[config.mk]
export PLATFORM = sky130hd
export DESIGN_NAME = sdram_2slot_mux
export DESIGN_NICKNAME = d
export VERILOG_FILES = /design/src/logic/sdram_bus_pkg.sv /design/src/logic/slot_pkg.sv /design/src/logic/slot_ram_rq.sv /design/src/logic/slot_rom_rq.sv /design/src/logic/slot_arbiter.sv /design/src/logic/sdram_cmd_port.sv /design/src/logic/sdram_2slot_mux.sv
export SDC_FILE = /design/constraint.sdc
export NUM_CORES = 1
export LEC_CHECK = 0
export BUFFER_PORTS_ARGS = -buffer_cell sky130_fd_sc_hd__buf_2
export CORE_ASPECT_RATIO = 0.5
export CORE_MARGIN = 5
export CORE_UTILIZATION = 46
export CTS_BUF_LIST = sky130_fd_sc_hd__clkbuf_8 sky130_fd_sc_hd__clkbuf_16
export CTS_CLUSTER_DIAMETER = 30
export DETAILED_ROUTE_END_ITERATION = 10
export GPL_TIMING_DRIVEN = 0
export HOLD_SLACK_MARGIN = 0.12
export PLACE_DENSITY = 0.78
export SLEW_MARGIN = 10
export SYNTH_ARGS = -nofsm -noshare
export SYNTH_HDL_FRONTEND = slang
export SYNTH_SLANG_ARGS = --single-unit
[constraint.sdc]
create_clock -name clk -period 5.66 [get_ports clk]
set_input_delay 1.132 -clock clk [delete_from_list [all_inputs] [get_ports clk]]
set_output_delay 1.132 -clock clk [all_outputs]
set_load 0.02 [all_outputs]
[src/logic/sdram_bus_pkg.sv]
// SDRAM controller port: 16-bit writes with active-low byte mask, 32-bit read word, no bursts

package sdram_bus_pkg;

    localparam int sdram_aw = 22;   // word address width

    // command towards the controller
    // rd/wr are held until ack, payload is stable meanwhile
    typedef struct packed {
        logic                rd;
        logic                wr;
        logic [sdram_aw-1:0] addr;
        logic [15:0]         wdata;
        logic [1:0]          wrmask;  // active low, bit 1 = upper byte
    } sdram_cmd_t;

    // answer from the controller
    // one rdy follows every ack, reads and writes alike
    typedef struct packed {
        logic        ack;    // command taken
        logic        rdy;    // data ready
        logic [31:0] rdata;  // must hold one cycle past rdy
    } sdram_rsp_t;

endpackage

[src/logic/slot_pkg.sv]
// client slot definitions: two fixed 8-bit slots, word offsets sized to the SDRAM address bus

package slot_pkg;

    localparam int slot0_aw = 12;  // work RAM, byte address
    localparam int slot1_aw = 16;  // ROM, byte address
    localparam int slot_dw  = 8;

    // SDRAM word bases
    localparam logic [sdram_bus_pkg::sdram_aw-1:0] slot0_offset = 22'h10000;
    localparam logic [sdram_bus_pkg::sdram_aw-1:0] slot1_offset = 22'h00000;

    typedef enum logic {
        op_read,
        op_write
    } slot_op_e;

    // requester to arbiter, valid held until the slot's done pulse
    typedef struct packed {
        logic                                 valid;
        slot_op_e                             op;
        logic [sdram_bus_pkg::sdram_aw-1:0]   addr;    // already offset
        logic [15:0]                          wdata;   // byte repeated twice
        logic [1:0]                           wrmask;  // active low
    } slot_req_t;

    typedef enum logic {
        arb_idle,
        arb_busy
    } arb_state_e;

endpackage

[src/logic/slot_ram_rq.sv]
// slot 0 requester: client must hold cs, addr, wen and din until ok, one access in flight at a time
`timescale 1ns/1ps

module slot_ram_rq (
    input  logic                          clk,
    input  logic                          rst,
    input  logic                          cs,
    input  logic                          wen,
    input  logic [slot_pkg::slot0_aw-1:0] addr,
    input  logic [slot_pkg::slot_dw-1:0]  din,
    output slot_pkg::slot_req_t           req,
    input  logic                          done,
    input  logic [31:0]                   rdata,
    output logic [slot_pkg::slot_dw-1:0]  dout,
    output logic                          ok
);
    import slot_pkg::*;

    logic                cs_q;
    logic [slot0_aw-1:0] addr_q;
    logic                wen_q;
    logic [slot_dw-1:0]  din_q;
    logic                byte_sel;  // addr bit 0 of the pending access
    logic                new_acc;

    // a rising cs, a new address or a flip of wen starts over
    // for writes a new data byte counts as well
    assign new_acc = cs && (!cs_q || addr != addr_q || wen != wen_q ||
                            (wen && din != din_q));

    always_ff @(posedge clk) begin
        addr_q <= addr;
        wen_q  <= wen;
        din_q  <= din;
        if (rst) begin
            cs_q      <= 1'b0;
            req.valid <= 1'b0;
            ok        <= 1'b0;
        end else begin
            cs_q <= cs;
            if (new_acc) begin
                req.valid <= 1'b1;
                ok        <= 1'b0;
            end else if (done) begin
                req.valid <= 1'b0;
                ok        <= cs;  // client may have walked away
            end else if (!cs) begin
                ok <= 1'b0;
            end
        end
    end

    // request payload, no reset needed
    always_ff @(posedge clk) begin
        if (new_acc) begin
            req.op     <= wen ? op_write : op_read;
            req.addr   <= slot0_offset + sdram_bus_pkg::sdram_aw'(addr[slot0_aw-1:1]);
            req.wdata  <= {din, din};
            req.wrmask <= addr[0] ? 2'b01 : 2'b10;
            byte_sel   <= addr[0];
        end
    end

    always_ff @(posedge clk) begin
        if (done && req.op == op_read) begin
            dout <= byte_sel ? rdata[15:8] : rdata[7:0];
        end
    end

endmodule

[src/logic/slot_rom_rq.sv]
// read-only slot 1 requester with a one-word cache and no flush, cs and addr held until ok
`timescale 1ns/1ps

module slot_rom_rq (
    input  logic                          clk,
    input  logic                          rst,
    input  logic                          cs,
    input  logic [slot_pkg::slot1_aw-1:0] addr,
    output slot_pkg::slot_req_t           req,
    input  logic                          done,
    input  logic [31:0]                   rdata,
    output logic [slot_pkg::slot_dw-1:0]  dout,
    output logic                          ok
);
    import slot_pkg::*;

    logic                                 cs_q;
    logic [slot1_aw-1:0]                  addr_q;
    logic [sdram_bus_pkg::sdram_aw-1:0]   word_addr;
    logic [sdram_bus_pkg::sdram_aw-1:0]   cache_addr;
    logic [15:0]                          cache_data;
    logic                                 cache_valid;
    logic                                 byte_sel;
    logic                                 new_acc;
    logic                                 hit;
    logic                                 req_valid;
    logic [sdram_bus_pkg::sdram_aw-1:0]   req_addr;

    assign word_addr = slot1_offset + sdram_bus_pkg::sdram_aw'(addr[slot1_aw-1:1]);
    assign new_acc   = cs && (!cs_q || addr != addr_q);
    assign hit       = cache_valid && word_addr == cache_addr;

    always_ff @(posedge clk) begin
        addr_q <= addr;
        if (rst) begin
            cs_q        <= 1'b0;
            req_valid   <= 1'b0;
            ok          <= 1'b0;
            cache_valid <= 1'b0;
        end else begin
            cs_q <= cs;
            if (new_acc) begin
                req_valid <= !hit;  // a hit is answered locally
                ok        <= hit;
            end else if (done) begin
                req_valid   <= 1'b0;
                ok          <= cs;
                cache_valid <= 1'b1;
            end else if (!cs) begin
                ok <= 1'b0;
            end
        end
    end

    always_ff @(posedge clk) begin
        if (new_acc) begin
            req_addr <= word_addr;
            byte_sel <= addr[0];
            if (hit) dout <= addr[0] ? cache_data[15:8] : cache_data[7:0];
        end else if (done) begin
            cache_addr <= req_addr;
            cache_data <= rdata[15:0];
            dout       <= byte_sel ? rdata[15:8] : rdata[7:0];
        end
    end

    // read only slot
    always_comb begin
        req.valid  = req_valid;
        req.op     = op_read;
        req.addr   = req_addr;
        req.wdata  = 16'h0000;
        req.wrmask = 2'b11;
    end

endmodule

[src/logic/slot_arbiter.sv]
// fixed-priority arbiter, slot 0 first, one command in flight until its done strobe
`timescale 1ns/1ps

module slot_arbiter (
    input  logic                      clk,
    input  logic                      rst,
    input  slot_pkg::slot_req_t       req0,
    input  slot_pkg::slot_req_t       req1,
    input  logic [1:0]                done,
    output sdram_bus_pkg::sdram_cmd_t cmd,
    output logic [1:0]                grant
);
    import slot_pkg::*;

    arb_state_e state;
    slot_req_t  win;
    logic [1:0] pick;

    // slot 0 always wins a tie
    assign win  = req0.valid ? req0 : req1;
    assign pick = req0.valid ? 2'b01 : (req1.valid ? 2'b10 : 2'b00);

    always_ff @(posedge clk) begin
        if (rst) begin
            state  <= arb_idle;
            grant  <= 2'b00;
            cmd.rd <= 1'b0;
            cmd.wr <= 1'b0;
        end else begin
            case (state)
                arb_idle: begin
                    if (win.valid) begin
                        state  <= arb_busy;
                        grant  <= pick;
                        cmd.rd <= win.op == op_read;
                        cmd.wr <= win.op == op_write;
                    end
                end
                arb_busy: begin
                    // cmd stays put while the port waits for ack and rdy
                    if (|(done & grant)) begin
                        state  <= arb_idle;
                        grant  <= 2'b00;
                        cmd.rd <= 1'b0;
                        cmd.wr <= 1'b0;
                    end
                end
                default: state <= arb_idle;
            endcase
        end
    end

    // payload latched only when a slot is taken
    always_ff @(posedge clk) begin
        if (state == arb_idle && win.valid) begin
            cmd.addr   <= win.addr;
            cmd.wdata  <= win.wdata;
            cmd.wrmask <= win.op == op_write ? win.wrmask : 2'b11;
        end
    end

endmodule

[src/logic/sdram_cmd_port.sv]
// command port: drops rd/wr after ack, done comes one cycle after rdy; rdy never shares a cycle with ack
`timescale 1ns/1ps

module sdram_cmd_port (
    input  logic                      clk,
    input  logic                      rst,
    input  sdram_bus_pkg::sdram_cmd_t cmd_in,
    input  logic [1:0]                grant,
    input  sdram_bus_pkg::sdram_rsp_t rsp,
    output sdram_bus_pkg::sdram_cmd_t cmd,
    output logic [1:0]                done
);
    import sdram_bus_pkg::*;

    logic acked;     // controller took the current command
    logic wait_data; // between ack and rdy
    logic take;

    assign take = rsp.ack && (cmd.rd || cmd.wr);

    // strobes masked once taken, payload straight through
    always_comb begin
        cmd    = cmd_in;
        cmd.rd = cmd_in.rd && !acked;
        cmd.wr = cmd_in.wr && !acked;
    end

    always_ff @(posedge clk) begin
        if (rst) begin
            acked     <= 1'b0;
            wait_data <= 1'b0;
            done      <= 2'b00;
        end else begin
            done <= (rsp.rdy && wait_data) ? grant : 2'b00;
            if (take) begin
                acked     <= 1'b1;
                wait_data <= 1'b1;
            end else if (rsp.rdy) begin
                wait_data <= 1'b0;
            end
            if (|done) acked <= 1'b0;  // arbiter drops rd/wr on the same edge
        end
    end

endmodule

[src/logic/sdram_2slot_mux.sv]
// two-slot SDRAM mux top: slot 0 read/write work RAM, slot 1 cached ROM, no refresh or bursts
`timescale 1ns/1ps

module sdram_2slot_mux (
    input  logic                          clk,
    input  logic                          rst,
    input  logic                          slot0_cs,
    input  logic                          slot0_wen,
    input  logic [slot_pkg::slot0_aw-1:0] slot0_addr,
    input  logic [slot_pkg::slot_dw-1:0]  slot0_din,
    output logic [slot_pkg::slot_dw-1:0]  slot0_dout,
    output logic                          slot0_ok,
    input  logic                          slot1_cs,
    input  logic [slot_pkg::slot1_aw-1:0] slot1_addr,
    output logic [slot_pkg::slot_dw-1:0]  slot1_dout,
    output logic                          slot1_ok,
    output sdram_bus_pkg::sdram_cmd_t     sdram_cmd,
    input  sdram_bus_pkg::sdram_rsp_t     sdram_rsp
);
    import slot_pkg::*;
    import sdram_bus_pkg::*;

    slot_req_t  req0;
    slot_req_t  req1;
    sdram_cmd_t arb_cmd;
    logic [1:0] grant;
    logic [1:0] done;

    slot_ram_rq slot0_rq_i (
        .clk   (clk),
        .rst   (rst),
        .cs    (slot0_cs),
        .wen   (slot0_wen),
        .addr  (slot0_addr),
        .din   (slot0_din),
        .req   (req0),
        .done  (done[0]),
        .rdata (sdram_rsp.rdata),
        .dout  (slot0_dout),
        .ok    (slot0_ok)
    );

    slot_rom_rq slot1_rq_i (
        .clk   (clk),
        .rst   (rst),
        .cs    (slot1_cs),
        .addr  (slot1_addr),
        .req   (req1),
        .done  (done[1]),
        .rdata (sdram_rsp.rdata),
        .dout  (slot1_dout),
        .ok    (slot1_ok)
    );

    slot_arbiter slot_arbiter_i (
        .clk   (clk),
        .rst   (rst),
        .req0  (req0),
        .req1  (req1),
        .done  (done),
        .cmd   (arb_cmd),
        .grant (grant)
    );

    sdram_cmd_port sdram_cmd_port_i (
        .clk    (clk),
        .rst    (rst),
        .cmd_in (arb_cmd),
        .grant  (grant),
        .rsp    (sdram_rsp),
        .cmd    (sdram_cmd),
        .done   (done)
    );

endmodule

==> flow_metrics.env, run 1 <==
export IMPL_antenna_left=0
export IMPL_hpwlAfterDp_um=8330
export IMPL_cts_tree="yes"
export IMPL_clock_latency_ns=0.41
export IMPL_yosysTopAreaCellShare_pct=53.74
export IMPL_die_area_um2=16050
export IMPL_grt_pass1_vias=3778
export IMPL_yosys_area_share_simple_pct=6.274
export IMPL_internal_power_mw=2.170
export IMPL_wire_per_inst_um=16.37
export IMPL_place_congestion=0.7608
export IMPL_path_clk_slew_ns=0.06
export IMPL_slew_violations=0
export IMPL_nFillCells=1049
export IMPL_synth_edf_count=111
export IMPL_power_per_cell_area_nw_per_um2=367.6
export IMPL_whs_endpoint="slot_arbiter_i.cmd[34]$_SDFFCE_PN0P_"
export IMPL_ys_warn_count=0
export IMPL_drive_gt1_share_pct=39.01
export IMPL_stdcell_count=722
export IMPL_hp_start="slot0_rq_i.req[41]$_SDFFE_PP0P_"
export IMPL_comb_power_share_pct=9.6
export IMPL_final_area_um2=7620
export IMPL_grt_pass1_wl_um=19310
export IMPL_layout_nets=608
export IMPL_seq_area_um2=4394
export IMPL_cts_setup_buffers=0
export IMPL_dr_pass1_iters=4
export IMPL_synth_ff_type="edfxtp_1"
export IMPL_synth_area_leaders="edfxtp_1, dfxtp_1, buf_4, xnor2_1, mux2i_1"
export IMPL_cp_max_fo=31
export IMPL_power_leakage_nw=3.021
export IMPL_fp_dieW_um=174.2
export IMPL_min_period_over_period_pct=52.51
export IMPL_cp_end_kind="register"
export IMPL_r2r_slack_ns=3.23
export IMPL_ir_drop_mv=0.2384
export IMPL_setup_tns_ns=0
export IMPL_status="finished, final reports clean"
export IMPL_syn_cell_area_um2=6202
export IMPL_max_freq_mhz=336.4
export IMPL_max_slew_margin_pct=21.56
export IMPL_cap_viol_max_count=0
export IMPL_start_util_pct=46.41
export IMPL_netlist_instances=397
export IMPL_cts_resized=0
export IMPL_cts_max_path_buffers=2
export IMPL_die_h_um=92.11
export IMPL_ys_ff_latch=164
export IMPL_drc=0
export IMPL_switching_share_pct=22.54
export IMPL_wl_met2_um=6051
export IMPL_fin_skew_ns=0.009509
export IMPL_wl_met3_um=497
export IMPL_hold_buffers=0
export IMPL_synthXorXnorAreaFrac_pct=7.202
export IMPL_track_usage_pct=15.60
export IMPL_timing_rr_end="slot_arbiter_i.cmd[41]$_SDFFE_PP0P_"
export IMPL_core_um2=13360
export IMPL_top_layer_used="met4"
export IMPL_rsz0062_at_grt="false"
export IMPL_port_buffers=112
export IMPL_async_flop_share_pct=0
export IMPL_pwr_share_seq_pct=49.5
export IMPL_whs_ns=0.4272
export IMPL_dpl_instance_area_um2=7003
export IMPL_clock_sinks=164
export IMPL_pwr_share_clk_pct=40.9
export IMPL_htree_levels=4
export IMPL_vias_per_cell=4.771
export IMPL_setup_violations=0
export IMPL_num_antenna_cells=0
export IMPL_path_class="in -> reg"
export IMPL_period_needed_ns=2.972
export IMPL_vias=3445
export IMPL_dp_cells=690
export IMPL_timing_hold_violations_final=0
export IMPL_yosysUniqueCellTypes=39
export IMPL_synth_fa_ha_area_share_pct=0
export IMPL_synth_top_cell_by_area="edfxtp_1"
export IMPL_multi_input_area_um2=1473
export IMPL_critPathRequiredTime_ns=5.70
export IMPL_wl_met1_um=5077
export IMPL_grt_max_degree=32
export IMPL_cts_buffers=17
export IMPL_synth_compound_area_share_pct=2.159
export IMPL_drt_iter0_markers=154
export IMPL_synth_top_family_by_area="multiplexers"
export IMPL_area_growth_pct=22.86
export IMPL_ys_seq_area_share_pct=70.85
export IMPL_hold_depth=0
export IMPL_num_rows=30
export IMPL_worst_pin_slew_ns=1.177
export IMPL_reg2regPathDepth=6
export IMPL_cp_start_kind="input pin"
export IMPL_top_level_ports=135
export IMPL_cts_root_buf="clkbuf_16"
export IMPL_critical_path_arrival_ns=3.01
export IMPL_synthMuxAreaShare_pct=7.726
export IMPL_netSwitchingPower_uw=631.4
export IMPL_drt_total_wl_um=11820
export IMPL_min_path_type="reg -> reg"
export IMPL_reg2reg_from="slot0_rq_i.req[41]$_SDFFE_PP0P_"
export IMPL_overflow=0
export IMPL_antenna_found_initial=0
export IMPL_avgSynthCellArea_um2=15.62
## layer usage
| metal | track usage, % | vias up |
|---|---|---|
| li1 | - | 1661 |
| met1 | 18.63 | 1688 |
| met2 | 27.08 | 80 |
| met3 | 4.036 | 16 |
| met4 | 6.452 | 0 |
| met5 | 0 | - |
## worst max-delay path, cell delays in order
cell and delay, ns:
buf_2 0.12, buf_6 0.15, xor2_1 0.18, nor4_2 0.29, nand4_2 0.21, o21ai_4 0.24, and2_2 0.68
## power groups by stage
stage	sequential (mW)	clock, mW	combinational (mW)
final	1.39	1.15	0.268
after floorplan	1.40	0	0.181
after global routing	1.39	1.22	0.292
after CTS	1.39	1.16	0.272
after detailed placement	1.41	0	0.270
after global placement	1.41	0	0.263
## Yosys cell counts, types with 2 or more instances
master and n:
or2_2 3, mux2_2 19, nor3_1 3, nand4_1 10, xnor2_1 29, dfxtp_1 53
and2_1 10, and4_1 2, nor2_1 8, xor2_1 22, buf_4 40, mux2i_1 25
a22o_1 2, clkbuf_1 4, nor4_1 5, o21ai_0 4, buf_1 2, inv_1 4
nand2_1 3, o21a_1 2, edfxtp_1 111, a21oi_1 5, nand3_1 4, nor2b_1 11
nand2b_1 2
## cell usage in the layout, fill, tap and decap left out, drive strengths merged, types with 8 or more instances in the layout
cell	instances
and2	10
mux2i	25
nor2b	11
xnor2	29
nor2	8
nand4	11
mux2	20
edfxtp	111
clkbuf	29
buf	155
dfxtp	53
xor2	22
## sequential cells by signal, indices dropped and copies added, names as in the netlist, 2 cells and up
signal,cells
slot_arbiter_i.cmd,28
slot0_rq_i.req,23
slot1_rq_i.addr_q,16
slot1_rq_i.cache_data,16
slot1_rq_i.cache_addr,15
slot1_rq_i.req_addr,15
slot0_rq_i.addr_q,12
slot0_rq_i.din_q,8
slot0_rq_i.dout,8
slot1_rq_i.dout,8
sdram_cmd_port_i.done,2
slot_arbiter_i.grant,2
## kinds of logic after synthesis
| family | after synthesis |
|---|---|
| AO/OA/AOI/OAI | 19 |
| XOR/XNOR | 51 |
| buffers and inverters | 52 |
| flip-flops | 164 |
| multiplexers | 45 |
| other | 1 |
| AND/OR/NAND/NOR | 65 |
## worst max path at each step
stage	startpoint	end	slack (ns)	cells past startpoint
6_report	slot1_addr[0]	slot1_rq_i.cache_data[10]$_DFFE_PP_	2.69	7
5_1_grt	slot1_addr[0]	slot1_rq_i.cache_data[10]$_DFFE_PP_	2.53	7
4_1_cts	slot1_addr[0]	slot1_rq_i.cache_data[10]$_DFFE_PP_	2.63	7
3_5_place_dp	slot1_addr[0]	slot1_rq_i.cache_data[15]$_DFFE_PP_	2.19	7
3_3_place_gp	slot1_addr[0]	slot1_rq_i.cache_data[14]$_DFFE_PP_	1.74	7
2_1_floorplan	slot1_addr[0]	slot1_rq_i.cache_addr[0]$_DFFE_PP_	2.43	6
## per-stage QoR
step | utilization [%] | setup WS (ns) | total power [mW]
2_1_floorplan | - | 2.428 | 1.583
3_3_place_gp | 52.40 | 1.740 | 1.672
3_5_place_dp | 52.41 | 2.193 | 1.682
4_1_cts | 57.02 | 2.631 | 2.821
5_1_grt | 57.02 | 2.531 | 2.909
6_report | 57.02 | 2.688 | 2.801
## final cells by class
cell class,count,area share [%]
Clock inverter,7,0.7718
Sequential cell,164,57.67
Timing Repair Buffer,112,7.356
Clock buffer,25,7.323
Buffer,47,4.384
Tap cell,176,2.890
Inverter,5,0.2791
Multi-Input combinational cell,186,19.33
No activity file was read; power rests on OpenSTA's default activity.
==> run 2, diff against run 1 <==
--- a/config.mk
+++ b/config.mk
@@ -5,6 +5,7 @@
 export SDC_FILE = /design/constraint.sdc
 export NUM_CORES = 1
 export LEC_CHECK = 0
+export ABC_AREA = 1
 export BUFFER_PORTS_ARGS = -buffer_cell sky130_fd_sc_hd__buf_2
 export CORE_ASPECT_RATIO = 0.5
 export CORE_MARGIN = 5
@@ -14,7 +15,7 @@
 export DETAILED_ROUTE_END_ITERATION = 10
 export GPL_TIMING_DRIVEN = 0
 export HOLD_SLACK_MARGIN = 0.12
-export PLACE_DENSITY = 0.78
+export PLACE_DENSITY = 0.8
 export SLEW_MARGIN = 10
 export SYNTH_ARGS = -nofsm -noshare
 export SYNTH_HDL_FRONTEND = slang
==> constraint.sdc (replaced) <==
create_clock -name clk -period 2.5 [get_ports clk]
set_input_delay 0.5 -clock clk [delete_from_list [all_inputs] [get_ports clk]]
set_output_delay 0.5 -clock clk [all_outputs]
set_load 0.02 [all_outputs]
==> run 2 against run 1 <==
  * Wire length up 22%
  * Synthesized cell count up 61%
  * Hold slack worse by 0.22 ns
  * Die area rose by 6.4%
  * Largest cell class unchanged
  * Register-to-register slack worse by 2.9 ns
  * Largest power group unchanged
  * Sequential power is 120% higher
  * Clock skew up 0.0038 ns
==> flow_metrics.env, run 2 <==
export IMPL_status="finished, final reports clean"
export IMPL_synth_fa_ha_area_share_pct=0
export IMPL_synth_area_leaders="edfxtp_1, dfxtp_1, nand2_1, inv_1, buf_4"
export IMPL_max_freq_mhz=458.8
export IMPL_final_cell_mix="nand2_1, buf_2, edfxtp_1"
export IMPL_nFillCells=1169
export IMPL_regMostFlops="slot_arbiter_i.cmd"
export IMPL_cap_viol_max_count=0
export IMPL_post_synth_top_count_cell="nand2_1"
export IMPL_synthMuxAreaShare_pct=1.206
export IMPL_largest_registers="slot_arbiter_i.cmd (28), slot0_rq_i.req (23)"
export IMPL_cts_setup_buffers=0
export IMPL_start_util_pct=46.38
export IMPL_antenna_found_initial=1
export IMPL_avgSynthCellArea_um2=10.40
export IMPL_min_period_over_period_pct=87.18
export IMPL_place_congestion=0.8847
export IMPL_max_slew_margin_pct=19.74
export IMPL_htree_levels=4
export IMPL_final_common_cell="nand2_1"
export IMPL_cts_root_buf="clkbuf_16"
export IMPL_power_per_cell_area_nw_per_um2=779.9
export IMPL_slew_violations=0
export IMPL_synthXorXnorAreaFrac_pct=1.583
export IMPL_drc=0
export IMPL_critPathRequiredTime_ns=2.45
export IMPL_drt_total_wl_um=14390
export IMPL_grt_max_degree=32
export IMPL_cts_max_path_buffers=2
export IMPL_dr_pass1_iters=6
export IMPL_fin_skew_ns=0.01335
export IMPL_die_area_um2=17080
export IMPL_yosys_area_share_simple_pct=16.00
export IMPL_port_buffers=111
export IMPL_synth_commonest_cells="nand2_1, edfxtp_1, inv_1, dfxtp_1, nor2_1"
export IMPL_yosysUniqueCellTypes=34
export IMPL_wl_met1_um=5844
export IMPL_wl_met3_um=832
export IMPL_largest_reg_flops=28
export IMPL_cts_resized=1
export IMPL_core_um2=14310
export IMPL_top_layer_used="met5"
export IMPL_cp_end_kind="register"
export IMPL_hold_buffers=0
export IMPL_clock_latency_ns=0.43
export IMPL_track_usage_pct=17.11
export IMPL_cp_max_fo=31
export IMPL_rsz0062_at_grt="false"
export IMPL_grt_pass1_wl_um=22800
export IMPL_ys_ff_latch=164
export IMPL_synth_top_cell_by_area="edfxtp_1"
export IMPL_grt_pass1_vias=4714
export IMPL_dpl_instance_area_um2=7460
export IMPL_cts_tree="yes"
export IMPL_top_level_ports=135
export IMPL_cp_start_kind="register"
export IMPL_fp_dieW_um=179.9
export IMPL_syn_cell_area_um2=6638
export IMPL_drive_gt1_share_pct=25.57
export IMPL_overflow=0
export IMPL_wl_met2_um=7411
export IMPL_drt_iter0_markers=340
export IMPL_min_path_type="in -> reg"
export IMPL_worst_pin_slew_ns=1.203
export IMPL_synth_ff_type="edfxtp_1"
export IMPL_wire_per_inst_um=14.61
export IMPL_synth_edf_count=111
export IMPL_vias=4597
export IMPL_final_area_um2=8063
export IMPL_path_class="reg -> reg"
export IMPL_vias_per_cell=4.667
export IMPL_path_clk_slew_ns=0.07
export IMPL_critical_path_arrival_ns=2.13
export IMPL_hpwlAfterDp_um=10230
export IMPL_die_h_um=94.94
export IMPL_layout_nets=848
export IMPL_antenna_left=0
export IMPL_ir_drop_mv=0.4647
export IMPL_period_needed_ns=2.180
export IMPL_setup_violations=0
export IMPL_synth_compound_area_share_pct=3.959
export IMPL_async_flop_share_pct=0
export IMPL_netlist_instances=638
export IMPL_whs_ns=0.2097
export IMPL_yosysTopAreaCellShare_pct=50.22
export IMPL_num_rows=31
export IMPL_synth_top_family_by_area="simple AND/OR/NAND/NOR gates"
export IMPL_timing_hold_violations_final=0
export IMPL_clock_sinks=164
export IMPL_ys_seq_area_share_pct=66.20
export IMPL_area_growth_pct=21.47
export IMPL_cts_buffers=17
export IMPL_ys_warn_count=0
export IMPL_power_leakage_nw=3.706
## run 2: critical path, cell delays in order, from the launching register on
cell        delay [ns]
dfxtp_1           0.33
inv_1             0.04
nor2_1            0.18
nor2_1            0.07
nand2_1           0.07
nor2_1            0.05
nand3_2           0.10
nand2_4           0.12
nand2_2           0.13
clkinvlp_4        0.59
## run 2: worst paths after layout
path	startpoint	to	slack, ns	depth (start not counted)
min	slot0_din[2]	slot0_rq_i.din_q[2]$_DFF_P_	0.21	1
min reg2reg	slot1_rq_i.req_addr[14]$_DFFE_PP_	slot1_rq_i.cache_addr[14]$_DFFE_PP_	0.45	0
max reg2reg	slot1_rq_i.addr_q[8]$_DFF_P_	slot1_rq_i.cache_addr[12]$_DFFE_PP_	0.32	9
max	slot1_rq_i.addr_q[8]$_DFF_P_	slot1_rq_i.cache_addr[12]$_DFFE_PP_	0.32	9
## run 2: cell families (layout without fill, tap and decap cells)
kind of cell,after synthesis,after routing
buf+inv,148,291
xor+xnor,12,12
compound gates,46,46
mux,8,8
other cells,1,7
flops,164,164
simple gates,259,259
## run 2: area by class of cell
class                           count  area [um^2]  share of cell area, %
Clock buffer                       19        464.2                  5.757
Inverter                           99        375.4                  4.655
Timing Repair Buffer              111        555.5                  6.890
Antenna cell                        1        2.502                0.03104
Multi-Input combinational cell    331         1533                  19.01
Tap cell                          198        247.7                  3.073
Sequential cell                   164         4394                  54.50
Clock inverter                     13        132.6                  1.645
Buffer                             49        357.8                  4.438
## run 2: stage by stage
step / setup slack (ns) / power (mW) / setup TNS (ns) / util [%] / instances
2_1_floorplan: 0.2881 / 3.540 / 0 / - / 643
3_3_place_gp: -0.3102 / 3.738 / -9.586 / 52.12 / 952
5_1_grt: 0.1749 / 6.523 / 0 / 56.32 / 984
3_5_place_dp: -0.4015 / 3.762 / -12.42 / 52.12 / 952
6_report: 0.3204 / 6.288 / 0 / 56.33 / 985
4_1_cts: 0.3204 / 6.325 / 0 / 56.32 / 984
## run 2: metal layers
metal  vias up  global-route usage [%]
met1      2132                   19.74
li1       2266                       -
met5         -                       0
met2       169                   30.73
met3        28                   4.002
met4         2                   8.238
## run 2: where the power goes
group / internal [mW] / leakage [nW] / switching (mW)
registers: 3.05 / 1.49 / 0.0650
logic: 0.235 / 1.92 / 0.357
clock network: 1.41 / 0.292 / 1.17
